File: config.mk
export PLATFORM = sky130hd
export DESIGN_NAME = xpu_rx_top
export DESIGN_NICKNAME = d
export VERILOG_FILES = /design/src/mac_hdr_pkg.sv /design/src/rx_filter_pkg.sv /design/src/mac_hdr_parser.sv /design/src/rx_frame_filter.sv /design/src/xpu_rx_top.sv
export VERILOG_INCLUDE_DIRS = /design/src
export SDC_FILE = /design/constraint.sdc
export NUM_CORES = 1
export LEC_CHECK = 0
export BUFFER_PORTS_ARGS = -buffer_cell sky130_fd_sc_hd__buf_2
export CAP_MARGIN = 20
export CORE_MARGIN = 2
export CORE_UTILIZATION = 40
export CTS_BUF_LIST = sky130_fd_sc_hd__clkbuf_8
export CTS_CLUSTER_SIZE = 14
export DETAILED_ROUTE_END_ITERATION = 8
export HOLD_SLACK_MARGIN = 0.12
export PLACE_DENSITY = 0.66
export SLEW_MARGIN = 20
export SYNTH_ARGS = -nofsm -noshare
export SYNTH_HDL_FRONTEND = slang
export SYNTH_HIERARCHICAL = 1
export SYNTH_SLANG_ARGS = --single-unit
File: constraint.sdc
create_clock -name clk -period 3.5 [get_ports clk]
set_input_delay 0.175 -clock clk [delete_from_list [all_inputs] [get_ports clk]]
set_output_delay 0.175 -clock clk [all_outputs]
set_load 0.01 [all_outputs]
File: src/xpu_config.svh
// byte positions and field widths of the rx mac header path
`ifndef XPU_CONFIG_SVH
`define XPU_CONFIG_SVH

// width of the byte counter coming from the ofdm receiver
`define XPU_BYTE_IDX_W 16

// signal field length width
`define XPU_PKT_LEN_W 16

// frame control plus duration word
`define XPU_FC_W 32

// one station address
`define XPU_MAC_ADDR_W 48

// index of the final byte of each header field
`define XPU_FC_LAST_BYTE 3
`define XPU_ADDR1_LAST_BYTE 9
`define XPU_ADDR2_LAST_BYTE 15
`define XPU_ADDR3_LAST_BYTE 21

`endif

File: src/mac_hdr_pkg.sv
// 802.11 mac header types: addresses, frame control word, header and valid pulses
`include "xpu_config.svh"

package mac_hdr_pkg;

    // byte 0 of the address sits in bits 7:0
    typedef logic [`XPU_MAC_ADDR_W-1:0] mac_addr_t;

    typedef enum logic [1:0] {
        mgmt = 2'd0,
        ctrl = 2'd1,
        data = 2'd2,
        ext  = 2'd3
    } frame_type_e;

    // bytes 0 and 1 are frame control, bytes 2 and 3 the duration
    typedef struct packed {
        logic [15:0] duration;
        logic        order;
        logic        protected_frame;
        logic        more_data;
        logic        power_manage;
        logic        retry;
        logic        more_frag;
        logic        from_ds;
        logic        to_ds;
        logic [3:0]  subtype;
        frame_type_e ftype;
        logic [1:0]  version;
    } fc_word_t;

    typedef struct packed {
        fc_word_t  fc;
        mac_addr_t addr1;
        mac_addr_t addr2;
        mac_addr_t addr3;
    } mac_hdr_t;

    // one-cycle pulses, one per field
    typedef struct packed {
        logic fc;
        logic addr1;
        logic addr2;
        logic addr3;
    } hdr_valid_t;

endpackage

File: src/rx_filter_pkg.sv
// phy signal field, rx filter configuration and filter result types
`include "xpu_config.svh"

package rx_filter_pkg;

    // header outputs of the ofdm receiver
    typedef struct packed {
        logic                      strobe;
        logic                      valid;
        logic [7:0]                rate;
        logic [`XPU_PKT_LEN_W-1:0] len;
    } phy_sig_t;

    // pass_mask bit 0 mgmt, bit 1 ctrl, bit 2 data
    // ext frames never pass
    typedef struct packed {
        mac_hdr_pkg::mac_addr_t self_mac;
        logic [15:0]            max_len;
        logic [2:0]             pass_mask;
        logic                   promisc;
    } rx_filter_cfg_t;

    // block high keeps the frame away from the processor dma
    typedef struct packed {
        logic block;
        logic valid;
    } filter_res_t;

endpackage

File: src/mac_hdr_parser.sv
// mac_hdr_parser: collects fc, addr1, addr2 and addr3 from the receiver byte stream
`timescale 1ns/1ps
`include "xpu_config.svh"

module mac_hdr_parser (
    input  logic                          clk,
    input  logic                          reset_i,
    input  rx_filter_pkg::phy_sig_t       sig_i,
    input  logic [7:0]                    byte_i,
    input  logic                          byte_strobe_i,
    input  logic [`XPU_BYTE_IDX_W-1:0]    byte_idx_i,
    output mac_hdr_pkg::mac_hdr_t         hdr_o,
    output mac_hdr_pkg::hdr_valid_t       hdr_vld_o
);

    // field registers
    logic [`XPU_FC_W-1:0]          fc_q;
    mac_hdr_pkg::mac_addr_t        addr1_q;
    mac_hdr_pkg::mac_addr_t        addr2_q;
    mac_hdr_pkg::mac_addr_t        addr3_q;

    // bit 3 fc, bit 2 addr1, bit 1 addr2, bit 0 addr3
    logic [3:0]                    vld_q;
    logic [3:0]                    done_q;
    logic [3:0]                    last_byte;

    logic                          restart;
    logic                          byte_ok;
    logic                          in_fc;
    logic                          in_addr1;
    logic                          in_addr2;
    logic                          in_addr3;
    logic [`XPU_BYTE_IDX_W-1:0]    off_addr1;
    logic [`XPU_BYTE_IDX_W-1:0]    off_addr2;
    logic [`XPU_BYTE_IDX_W-1:0]    off_addr3;

    always_comb begin
        restart = sig_i.strobe;
        // a byte arriving together with the header strobe is dropped
        byte_ok = byte_strobe_i && !restart;

        in_fc    = (byte_idx_i <= `XPU_FC_LAST_BYTE);
        in_addr1 = (byte_idx_i > `XPU_FC_LAST_BYTE) && (byte_idx_i <= `XPU_ADDR1_LAST_BYTE);
        in_addr2 = (byte_idx_i > `XPU_ADDR1_LAST_BYTE) && (byte_idx_i <= `XPU_ADDR2_LAST_BYTE);
        in_addr3 = (byte_idx_i > `XPU_ADDR2_LAST_BYTE) && (byte_idx_i <= `XPU_ADDR3_LAST_BYTE);

        // byte position inside each address
        off_addr1 = byte_idx_i - `XPU_BYTE_IDX_W'(`XPU_FC_LAST_BYTE + 1);
        off_addr2 = byte_idx_i - `XPU_BYTE_IDX_W'(`XPU_ADDR1_LAST_BYTE + 1);
        off_addr3 = byte_idx_i - `XPU_BYTE_IDX_W'(`XPU_ADDR2_LAST_BYTE + 1);

        last_byte[3] = byte_ok && (byte_idx_i == `XPU_FC_LAST_BYTE);
        last_byte[2] = byte_ok && (byte_idx_i == `XPU_ADDR1_LAST_BYTE);
        last_byte[1] = byte_ok && (byte_idx_i == `XPU_ADDR2_LAST_BYTE);
        last_byte[0] = byte_ok && (byte_idx_i == `XPU_ADDR3_LAST_BYTE);
    end

    always_ff @(posedge clk) begin
        if (reset_i || restart) begin
            fc_q    <= '0;
            addr1_q <= '0;
            addr2_q <= '0;
            addr3_q <= '0;
            vld_q   <= '0;
            done_q  <= '0;
        end else begin
            // one pulse per field and header, repeats of the last byte are ignored
            vld_q  <= last_byte & ~done_q;
            done_q <= done_q | last_byte;

            if (byte_ok) begin
                if (in_fc) begin
                    fc_q[{byte_idx_i[1:0], 3'b000} +: 8] <= byte_i;
                end
                if (in_addr1) begin
                    addr1_q[{off_addr1[2:0], 3'b000} +: 8] <= byte_i;
                end
                if (in_addr2) begin
                    addr2_q[{off_addr2[2:0], 3'b000} +: 8] <= byte_i;
                end
                if (in_addr3) begin
                    addr3_q[{off_addr3[2:0], 3'b000} +: 8] <= byte_i;
                end
            end
        end
    end

    always_comb begin
        hdr_o = '{
            fc:    mac_hdr_pkg::fc_word_t'(fc_q),
            addr1: addr1_q,
            addr2: addr2_q,
            addr3: addr3_q
        };
        hdr_vld_o = mac_hdr_pkg::hdr_valid_t'(vld_q);
    end

    // no field valid stays high for two cycles in a row
    assert property (@(posedge clk) disable iff (reset_i)
        (vld_q & $past(vld_q)) == 4'b0000);

    // the byte stream must deliver frame control before address 1
    assert property (@(posedge clk) disable iff (reset_i)
        vld_q[2] |-> done_q[3]);

endmodule

File: src/rx_frame_filter.sv
// self-address match and rx dma block decision per received header
`timescale 1ns/1ps
`include "xpu_config.svh"

module rx_frame_filter (
    input  logic                           clk,
    input  logic                           reset_i,
    input  rx_filter_pkg::phy_sig_t        sig_i,
    input  rx_filter_pkg::rx_filter_cfg_t  cfg_i,
    input  mac_hdr_pkg::mac_hdr_t          hdr_i,
    input  mac_hdr_pkg::hdr_valid_t        hdr_vld_i,
    output rx_filter_pkg::filter_res_t     res_o,
    output logic                           pkt_for_me_o
);

    // length from the last good signal field
    logic [`XPU_PKT_LEN_W-1:0] len_q;

    logic                      self_match;
    logic                      len_ok;
    logic                      type_ok;
    logic                      addr_ok;
    logic                      pass;

    logic                      block_q;
    logic                      valid_q;
    logic                      for_me_q;

    always_ff @(posedge clk) begin
        if (reset_i) begin
            len_q <= '0;
        end else if (sig_i.strobe && sig_i.valid) begin
            len_q <= sig_i.len;
        end
    end

    always_comb begin
        self_match = (hdr_i.addr1 == cfg_i.self_mac);
        len_ok     = (len_q <= cfg_i.max_len);

        case (hdr_i.fc.ftype)
            mac_hdr_pkg::mgmt: type_ok = cfg_i.pass_mask[0];
            mac_hdr_pkg::ctrl: type_ok = cfg_i.pass_mask[1];
            mac_hdr_pkg::data: type_ok = cfg_i.pass_mask[2];
            default:           type_ok = 1'b0;
        endcase

        // group bit covers broadcast and multicast
        addr_ok = cfg_i.promisc || self_match || hdr_i.addr1[0];
        pass    = len_ok && type_ok && addr_ok;
    end

    always_ff @(posedge clk) begin
        if (reset_i) begin
            block_q  <= 1'b0;
            valid_q  <= 1'b0;
            for_me_q <= 1'b0;
        end else if (sig_i.strobe) begin
            // new frame drops the old decision
            block_q  <= 1'b0;
            valid_q  <= 1'b0;
            for_me_q <= 1'b0;
        end else begin
            valid_q <= hdr_vld_i.addr1;
            if (hdr_vld_i.addr1) begin
                block_q  <= !pass;
                for_me_q <= self_match;
            end
        end
    end

    always_comb begin
        res_o        = '{block: block_q, valid: valid_q};
        pkt_for_me_o = for_me_q;
    end

    // decision comes exactly one cycle after the addr1 pulse of the parser
    assert property (@(posedge clk) disable iff (reset_i)
        res_o.valid |-> $past(hdr_vld_i.addr1));

    // one decision per header
    assert property (@(posedge clk) disable iff (reset_i)
        res_o.valid |=> !res_o.valid);

endmodule

File: src/xpu_rx_top.sv
// xpu_rx_top: rx header parser feeding the rx frame filter
`timescale 1ns/1ps
`include "xpu_config.svh"

module xpu_rx_top (
    input  logic                           clk,
    input  logic                           reset_i,
    input  rx_filter_pkg::phy_sig_t        sig_i,
    input  rx_filter_pkg::rx_filter_cfg_t  cfg_i,
    input  logic [7:0]                     byte_i,
    input  logic                           byte_strobe_i,
    input  logic [`XPU_BYTE_IDX_W-1:0]     byte_idx_i,
    output mac_hdr_pkg::mac_hdr_t          hdr_o,
    output mac_hdr_pkg::hdr_valid_t        hdr_vld_o,
    output rx_filter_pkg::filter_res_t     res_o,
    output logic                           pkt_for_me_o
);

    mac_hdr_pkg::mac_hdr_t   hdr;
    mac_hdr_pkg::hdr_valid_t hdr_vld;

    // producer
    mac_hdr_parser mac_hdr_parser_i (
        .clk           (clk),
        .reset_i       (reset_i),
        .sig_i         (sig_i),
        .byte_i        (byte_i),
        .byte_strobe_i (byte_strobe_i),
        .byte_idx_i    (byte_idx_i),
        .hdr_o         (hdr),
        .hdr_vld_o     (hdr_vld)
    );

    // consumer
    rx_frame_filter rx_frame_filter_i (
        .clk          (clk),
        .reset_i      (reset_i),
        .sig_i        (sig_i),
        .cfg_i        (cfg_i),
        .hdr_i        (hdr),
        .hdr_vld_i    (hdr_vld),
        .res_o        (res_o),
        .pkt_for_me_o (pkt_for_me_o)
    );

    assign hdr_o     = hdr;
    assign hdr_vld_o = hdr_vld;

endmodule

### After elaboration in Yosys (flattened, before gate mapping)

Index checks and enable logic that the tools add are counted.

| storage, ports and cells | value |
|---|---|
| register bits | 203 |
| output and inout bits | 183 |
| logic and storage cells | 70 |

| cells by class | value |
|---|---|
| $add $sub $neg | 7 |
| $lt $le $gt $ge | 8 |
| eq/ne operators | 7 |
| shift operators | 8 |
| multiplexer cells | 5 |
| bitwise gates (word level) | 3 |
| reductions and logical operators | 22 |

Operator list:

| operator | number |
|---|---|
| 48-bit bitwise mux | 3 |
| 8-bit by 8-bit variable shift with 48-bit output (first input constant) | 3 |
| 8-bit by 8-bit indexed part select with 48-bit output | 3 |
| 48-bit equality test | 1 |
| 32-bit bitwise mux | 1 |
| 16-bit by 4-bit equality test with 1-bit output (second input constant) | 2 |
| 16-bit by 4-bit > comparator with 1-bit output (second input constant) | 2 |
| 16-bit by 4-bit less-or-equal comparator with 1-bit output (second input constant) | 2 |
| 8-bit by 7-bit variable shift with 32-bit output (first input constant) | 1 |
| 8-bit by 7-bit indexed part select with 32-bit output | 1 |
| 6-bit negator with 8-bit output | 3 |
| 16-bit by 2-bit equality test with 1-bit output (second input constant) | 1 |
| 16-bit by 5-bit equality test with 1-bit output (second input constant) | 1 |
| 16-bit by 2-bit > comparator with 1-bit output (second input constant) | 1 |
| 16-bit less-or-equal comparator | 1 |
| 16-bit by 2-bit less-or-equal comparator with 1-bit output (second input constant) | 1 |
| 16-bit by 5-bit less-or-equal comparator with 1-bit output (second input constant) | 1 |
| 1-bit logical AND | 11 |
| 2-bit AND reduction | 4 |
| 5-bit negator with 7-bit output | 1 |
| 4-bit bitwise AND | 1 |
| 4-bit NOT | 1 |
| 4-bit bitwise OR | 1 |
| 1-bit logical OR | 3 |
| other kinds (9) | 10 |

### Depth between registers and ports, before layout

| logic depth | value |
|---|---|
| word-level depth | 5 |
| mapped depth | 9 |
| depth with buffers taken out | 7 |

### Hierarchy

The synthesis kept the hierarchy.

Modules (own cells, without submodules):

| module | times used | cells each | area each (µm²) |
|---|---|---|---|
| mac_hdr_parser | 1 | 815 | 7563.5 |
| rx_frame_filter | 1 | 210 | 1620.3 |

### Worst setup path before layout

OpenSTA, ideal clock, no wires.

| path | value |
|---|---|
| path type | input -> register |
| start | input port byte_idx_i[0] |
| end | register mac_hdr_parser_i.addr2_q[41] |
| arrival time | 2241 ps |
| data required time | 3430 ps |
| path slack | 1189 ps |
| stages | 8 |
| buffers on the path | 2 |
| cell sequence | clkbuf_1 inv_1 ha_1 clkbuf_1 o21ba_2 nor4_1 nand4_1 a21oi_1 |

| between the ends | value |
|---|---|
| cells in the longest elaborated chain, start to end | 4 |
| elaborated cells on any way between the ends | 9 |

Ends and longest elaborated chain:

| element | line | source |
|---|---|---|
| start: declaration | xpu_rx_top.sv:12 | `` input logic [`XPU_BYTE_IDX_W-1:0] byte_idx_i, `` |
| 3-bit by 2-bit subtractor with 3-bit output | mac_hdr_parser.sv:49 | `` off_addr2 = byte_idx_i - `XPU_BYTE_IDX_W'(`XPU_ADDR1_LAST_BYTE + 1); `` |
| 6-bit negator with 8-bit output | mac_hdr_parser.sv:79 | `addr2_q[{off_addr2[2:0], 3'b000} +: 8] <= byte_i;` |
| 8-bit by 8-bit indexed part select with 48-bit output or 8-bit by 8-bit variable shift with 48-bit output (tied branches) | mac_hdr_parser.sv:79 |  |
| 48-bit bitwise mux | mac_hdr_parser.sv:79 |  |
| end signal: indexed assignment | mac_hdr_parser.sv:79 |  |
| end: declaration | mac_hdr_parser.sv:19 | `mac_hdr_pkg::mac_addr_t addr2_q;` |

Parallel ways exist; a longest one is shown, timed or not.
A chain may end at the register's enable or synchronous reset.

### Final worst setup path

| path | value |
|---|---|
| start | input port byte_idx_i[0] |
| end | register mac_hdr_parser_i.addr1_q[35] |

| between the ends | value |
|---|---|
| cells in the longest elaborated chain, start to end | 4 |
| elaborated cells on any way between the ends | 9 |

Ends and longest elaborated chain:

| element | line | source |
|---|---|---|
| 3-bit subtractor | mac_hdr_parser.sv:48 | `` off_addr1 = byte_idx_i - `XPU_BYTE_IDX_W'(`XPU_FC_LAST_BYTE + 1); `` |
| 6-bit negator with 8-bit output | mac_hdr_parser.sv:76 | `addr1_q[{off_addr1[2:0], 3'b000} +: 8] <= byte_i;` |
| 8-bit by 8-bit indexed part select with 48-bit output or 8-bit by 8-bit variable shift with 48-bit output (tied branches) | mac_hdr_parser.sv:76 |  |
| 48-bit bitwise mux | mac_hdr_parser.sv:76 |  |
| end signal: indexed assignment | mac_hdr_parser.sv:76 |  |
| end: declaration | mac_hdr_parser.sv:18 | `mac_hdr_pkg::mac_addr_t addr1_q;` |

Parallel ways exist; a longest one is shown, timed or not.

==> metrics.cfg <==
[floorplan]
fp.dieH_um=156
dieArea_mm2=0.0242
core_mm2=0.0226
row_count=55
die_w_um=156
initial_utilization_pct=40.7
io_pins=304

[routing]
wl_met2_um=14200
routedWlPerCell_um=18.5
drtIter0Drc=577
drc=0
vias=8675
wl_met1_um=13300
wl_um=30600
met3WireLength_um=2050
final_antenna_net_count=0
drt_first_pass_iters=6
highest_layer=met4
vias_per_cell=5.24

[critical_path]
r2r-start=mac_hdr_parser_i/addr1_q[20]$_SDFFE_PP0P_
reg2reg_slack_ns=0.98
crit_path_top_delay_cell=nand4_1
reg2regPathDepth=6
slowest_delay_ns=0.57
worstSetupPathType=primary input to flop
crit_required_ns=3.93
rr_endpoint=rx_frame_filter_i/block_q$_SDFFE_PP0P_
cp.depth=8
crit_end=mac_hdr_parser_i/addr1_q[35]$_SDFFE_PP0P_
arrival_ns=3.31
crit_start=byte_idx_i[0]
crit_fanout=14
worst-path-buf-inv=3
path_delay_family=buffers and inverters
crit_chain=dlygate4sd3_1, buf_2, inv_1, ha_1, ha_1, nor4b_1, nand4_1, mux2i_1
crit_top_cell=ha_1
crit_path_end_kind=flop
startpoint_type=primary input

[timing]
slew_viol_final=0
maxSlewHeadroom_pct=38.3
hold_viol_final=0
fin_crit_ns=2.88
fin_skew_ns=0.00726
setup_violations=0
finalSetupTns_ns=0
rsz0062_at_grt=false
worst_pin_slew_ns=0.926
period_share_pct=82.2
max_freq_ghz=0.348

[layout]
multiInputGateArea_mm2=0.00477
drive_gt1_share_pct=27.1
num-fill-cells=2102
finalNonFillerCells=1654
final_common_cell=buf_2
final_cell_area_mm2=0.0120
syn_to_final_growth_pct=30.7
layout_common_cells=295 x buf_2, 213 x nand2_1, 203 x dfxtp_1
layout.nets=1504
seq_area_mm2=0.00406

[pwr]
total_leakage_power_nw=6.13
vdd_ir_drop_max_mv=0.234
p_per_area_mw_per_mm2=399

[clocking]
cts_buffer_depth=3
cts_hold_buf=50
post_cts_resized=0
clk_latency_ns=0.52
root_buffer=clkbuf_8
post_cts_buffers=0
cts_buffers=36
cts_tree=built
htreeDepth=2
clk_pin_slew_ns=0.06
cts.sinks=203

[synth]
synth_edf_count=0
synth_area_mm2=0.00918
synth.avg_cell_area_um2=8.96
syn_nets=1174
async_reset_ff_share_pct=0
ys_warn_count=6
ys_seq_area_share_pct=44.3
synth_flop_cell=dfxtp_1
netlist_instances=1025
ys_types=47
ys_ff_latch=203

[grt]
gr-usage-all-layers_pct=24.3
grt_pass1_wl_um=45900
grt_overflow=0
grt_max_degree=48
antenna_found_initial=1
grt_pass1_vias=8374

[flow_run]
maxCapViolCount=0

[place]
place_hpwl_um=21500
finalWeightedCongestion=0.875
place_area_mm2=0.0109
port_buffers=295
place_inst=1552

[min_path]
hp-start=byte_idx_i[6]
min_path_type=primary input to flop

[status]
outcome=finished clean

-- Yosys cell counts (all sizes together) (2+ instances only) --
cell type / count / area share (%)
ha: 28 / 3.8
or2: 3 / 0.20
xor2: 48 / 4.6
nand4: 48 / 3.4
dfxtp: 203 / 44
nor3b: 2 / 0.16
or3: 9 / 0.67
nor2: 21 / 0.86
nand3: 28 / 1.7
or4: 7 / 0.57
o31ai: 2 / 0.16
nand3b: 5 / 0.41
nor4: 26 / 2.2
buf: 10 / 0.63
and4: 2 / 0.19
nand2b: 3 / 0.20
and3: 4 / 0.27
nor2b: 9 / 0.61
a31oi: 3 / 0.20
and2: 2 / 0.14
nor3: 10 / 0.54
clkbuf: 58 / 2.4
nor4b: 4 / 0.38
o21ai: 43 / 2.3
nand2: 213 / 8.7
a21oi: 64 / 3.5
inv: 22 / 0.90
mux2i: 137 / 15
-- state kept, by name, indices dropped and copies added (netlist names) --
register / flops
mac_hdr_parser_i/addr1_q: 48
rx_frame_filter_i/valid_q: 1
rx_frame_filter_i/pkt_for_me_o: 1
mac_hdr_parser_i/addr2_q: 48
mac_hdr_parser_i/hdr_vld_o: 4
mac_hdr_parser_i/addr3_q: 48
rx_frame_filter_i/len_q: 16
mac_hdr_parser_i/fc_q: 32
rx_frame_filter_i/block_q: 1
mac_hdr_parser_i/done_q: 4
-- layer usage --
layer	vias to the layer above	track usage (%)
met4	0	8.91
li1	4217	-
met1	4076	30.9
met2	319	40.3
met5	-	0
met3	63	5.71
-- worst register-to-register path, stage by stage, from the launching register on --
cell           delay [ns]
dfxtp_1              0.34
xor2_1               0.15
nor4_1               0.61
nand4_1              0.20
o31ai_1              0.39
a31oi_1              0.13
dlygate4sd3_1        0.57
-- final cells by class --
type | instances | area share [%]
clock buffer | 38 | 4.36
timing repair buffer | 360 | 17.4
multi-input combinational | 732 | 39.8
clock inverter | 12 | 0.907
tap | 285 | 2.97
antenna | 2 | 0.0417
inverter | 22 | 0.688
sequential | 203 | 33.9
-- worst min-delay path by stage --
stage | slack (ns) | to | cells past startpoint
floorplan | 0.24 | mac_hdr_parser_i/done_q[0]$_SDFF_PP0_ | 1
global placement | 0.42 | mac_hdr_parser_i/hdr_vld_o[1]$_SDFF_PP0_ | 1
detailed placement | 0.42 | mac_hdr_parser_i/hdr_vld_o[0]$_SDFF_PP0_ | 1
CTS | 0.18 | mac_hdr_parser_i/fc_q[8]$_SDFFE_PP0P_ | 5
global route | 0.27 | mac_hdr_parser_i/fc_q[8]$_SDFFE_PP0P_ | 5
finish | 0.21 | mac_hdr_parser_i/fc_q[8]$_SDFFE_PP0P_ | 5
-- cell families (layout without fill, tap and decap cells) --
family | count (synthesis) | after routing | share of synthesized area [%]
compound gates | 119 | 119 | 6.84
xor+xnor | 48 | 48 | 4.58
fa+ha+maj | 28 | 28 | 3.81
buf+inv | 90 | 432 | 3.90
flops | 203 | 203 | 44.3
mux | 138 | 138 | 15.1
other cells | 0 | 2 | 0
simple gates | 399 | 399 | 21.6
-- report_power, final --
| group | internal (W) | leakage [nW] | switching (W) | total [W] |
|---|---|---|---|---|
| sequential | 0.00232 | 1.64 | 0.00000440 | 0.00232 |
| clock | 0.00113 | 0.346 | 0.000933 | 0.00207 |
| combinational | 0.000153 | 4.15 | 0.000243 | 0.000397 |
-- per-stage QoR --
step	power, W	setup slack [ns]	util (%)	hold WS (ns)
after global placement	0.00272	0.774	48.1	0.415
after detailed placement	0.00272	0.716	48.1	0.425
after CTS	0.00484	0.689	53.2	0.183
final	0.00479	0.624	53.2	0.214
after global routing	0.00498	0.343	53.2	0.269
after floorplan	0.00257	1.19	-	0.244
No activity file was read; power rests on OpenSTA's default activity.
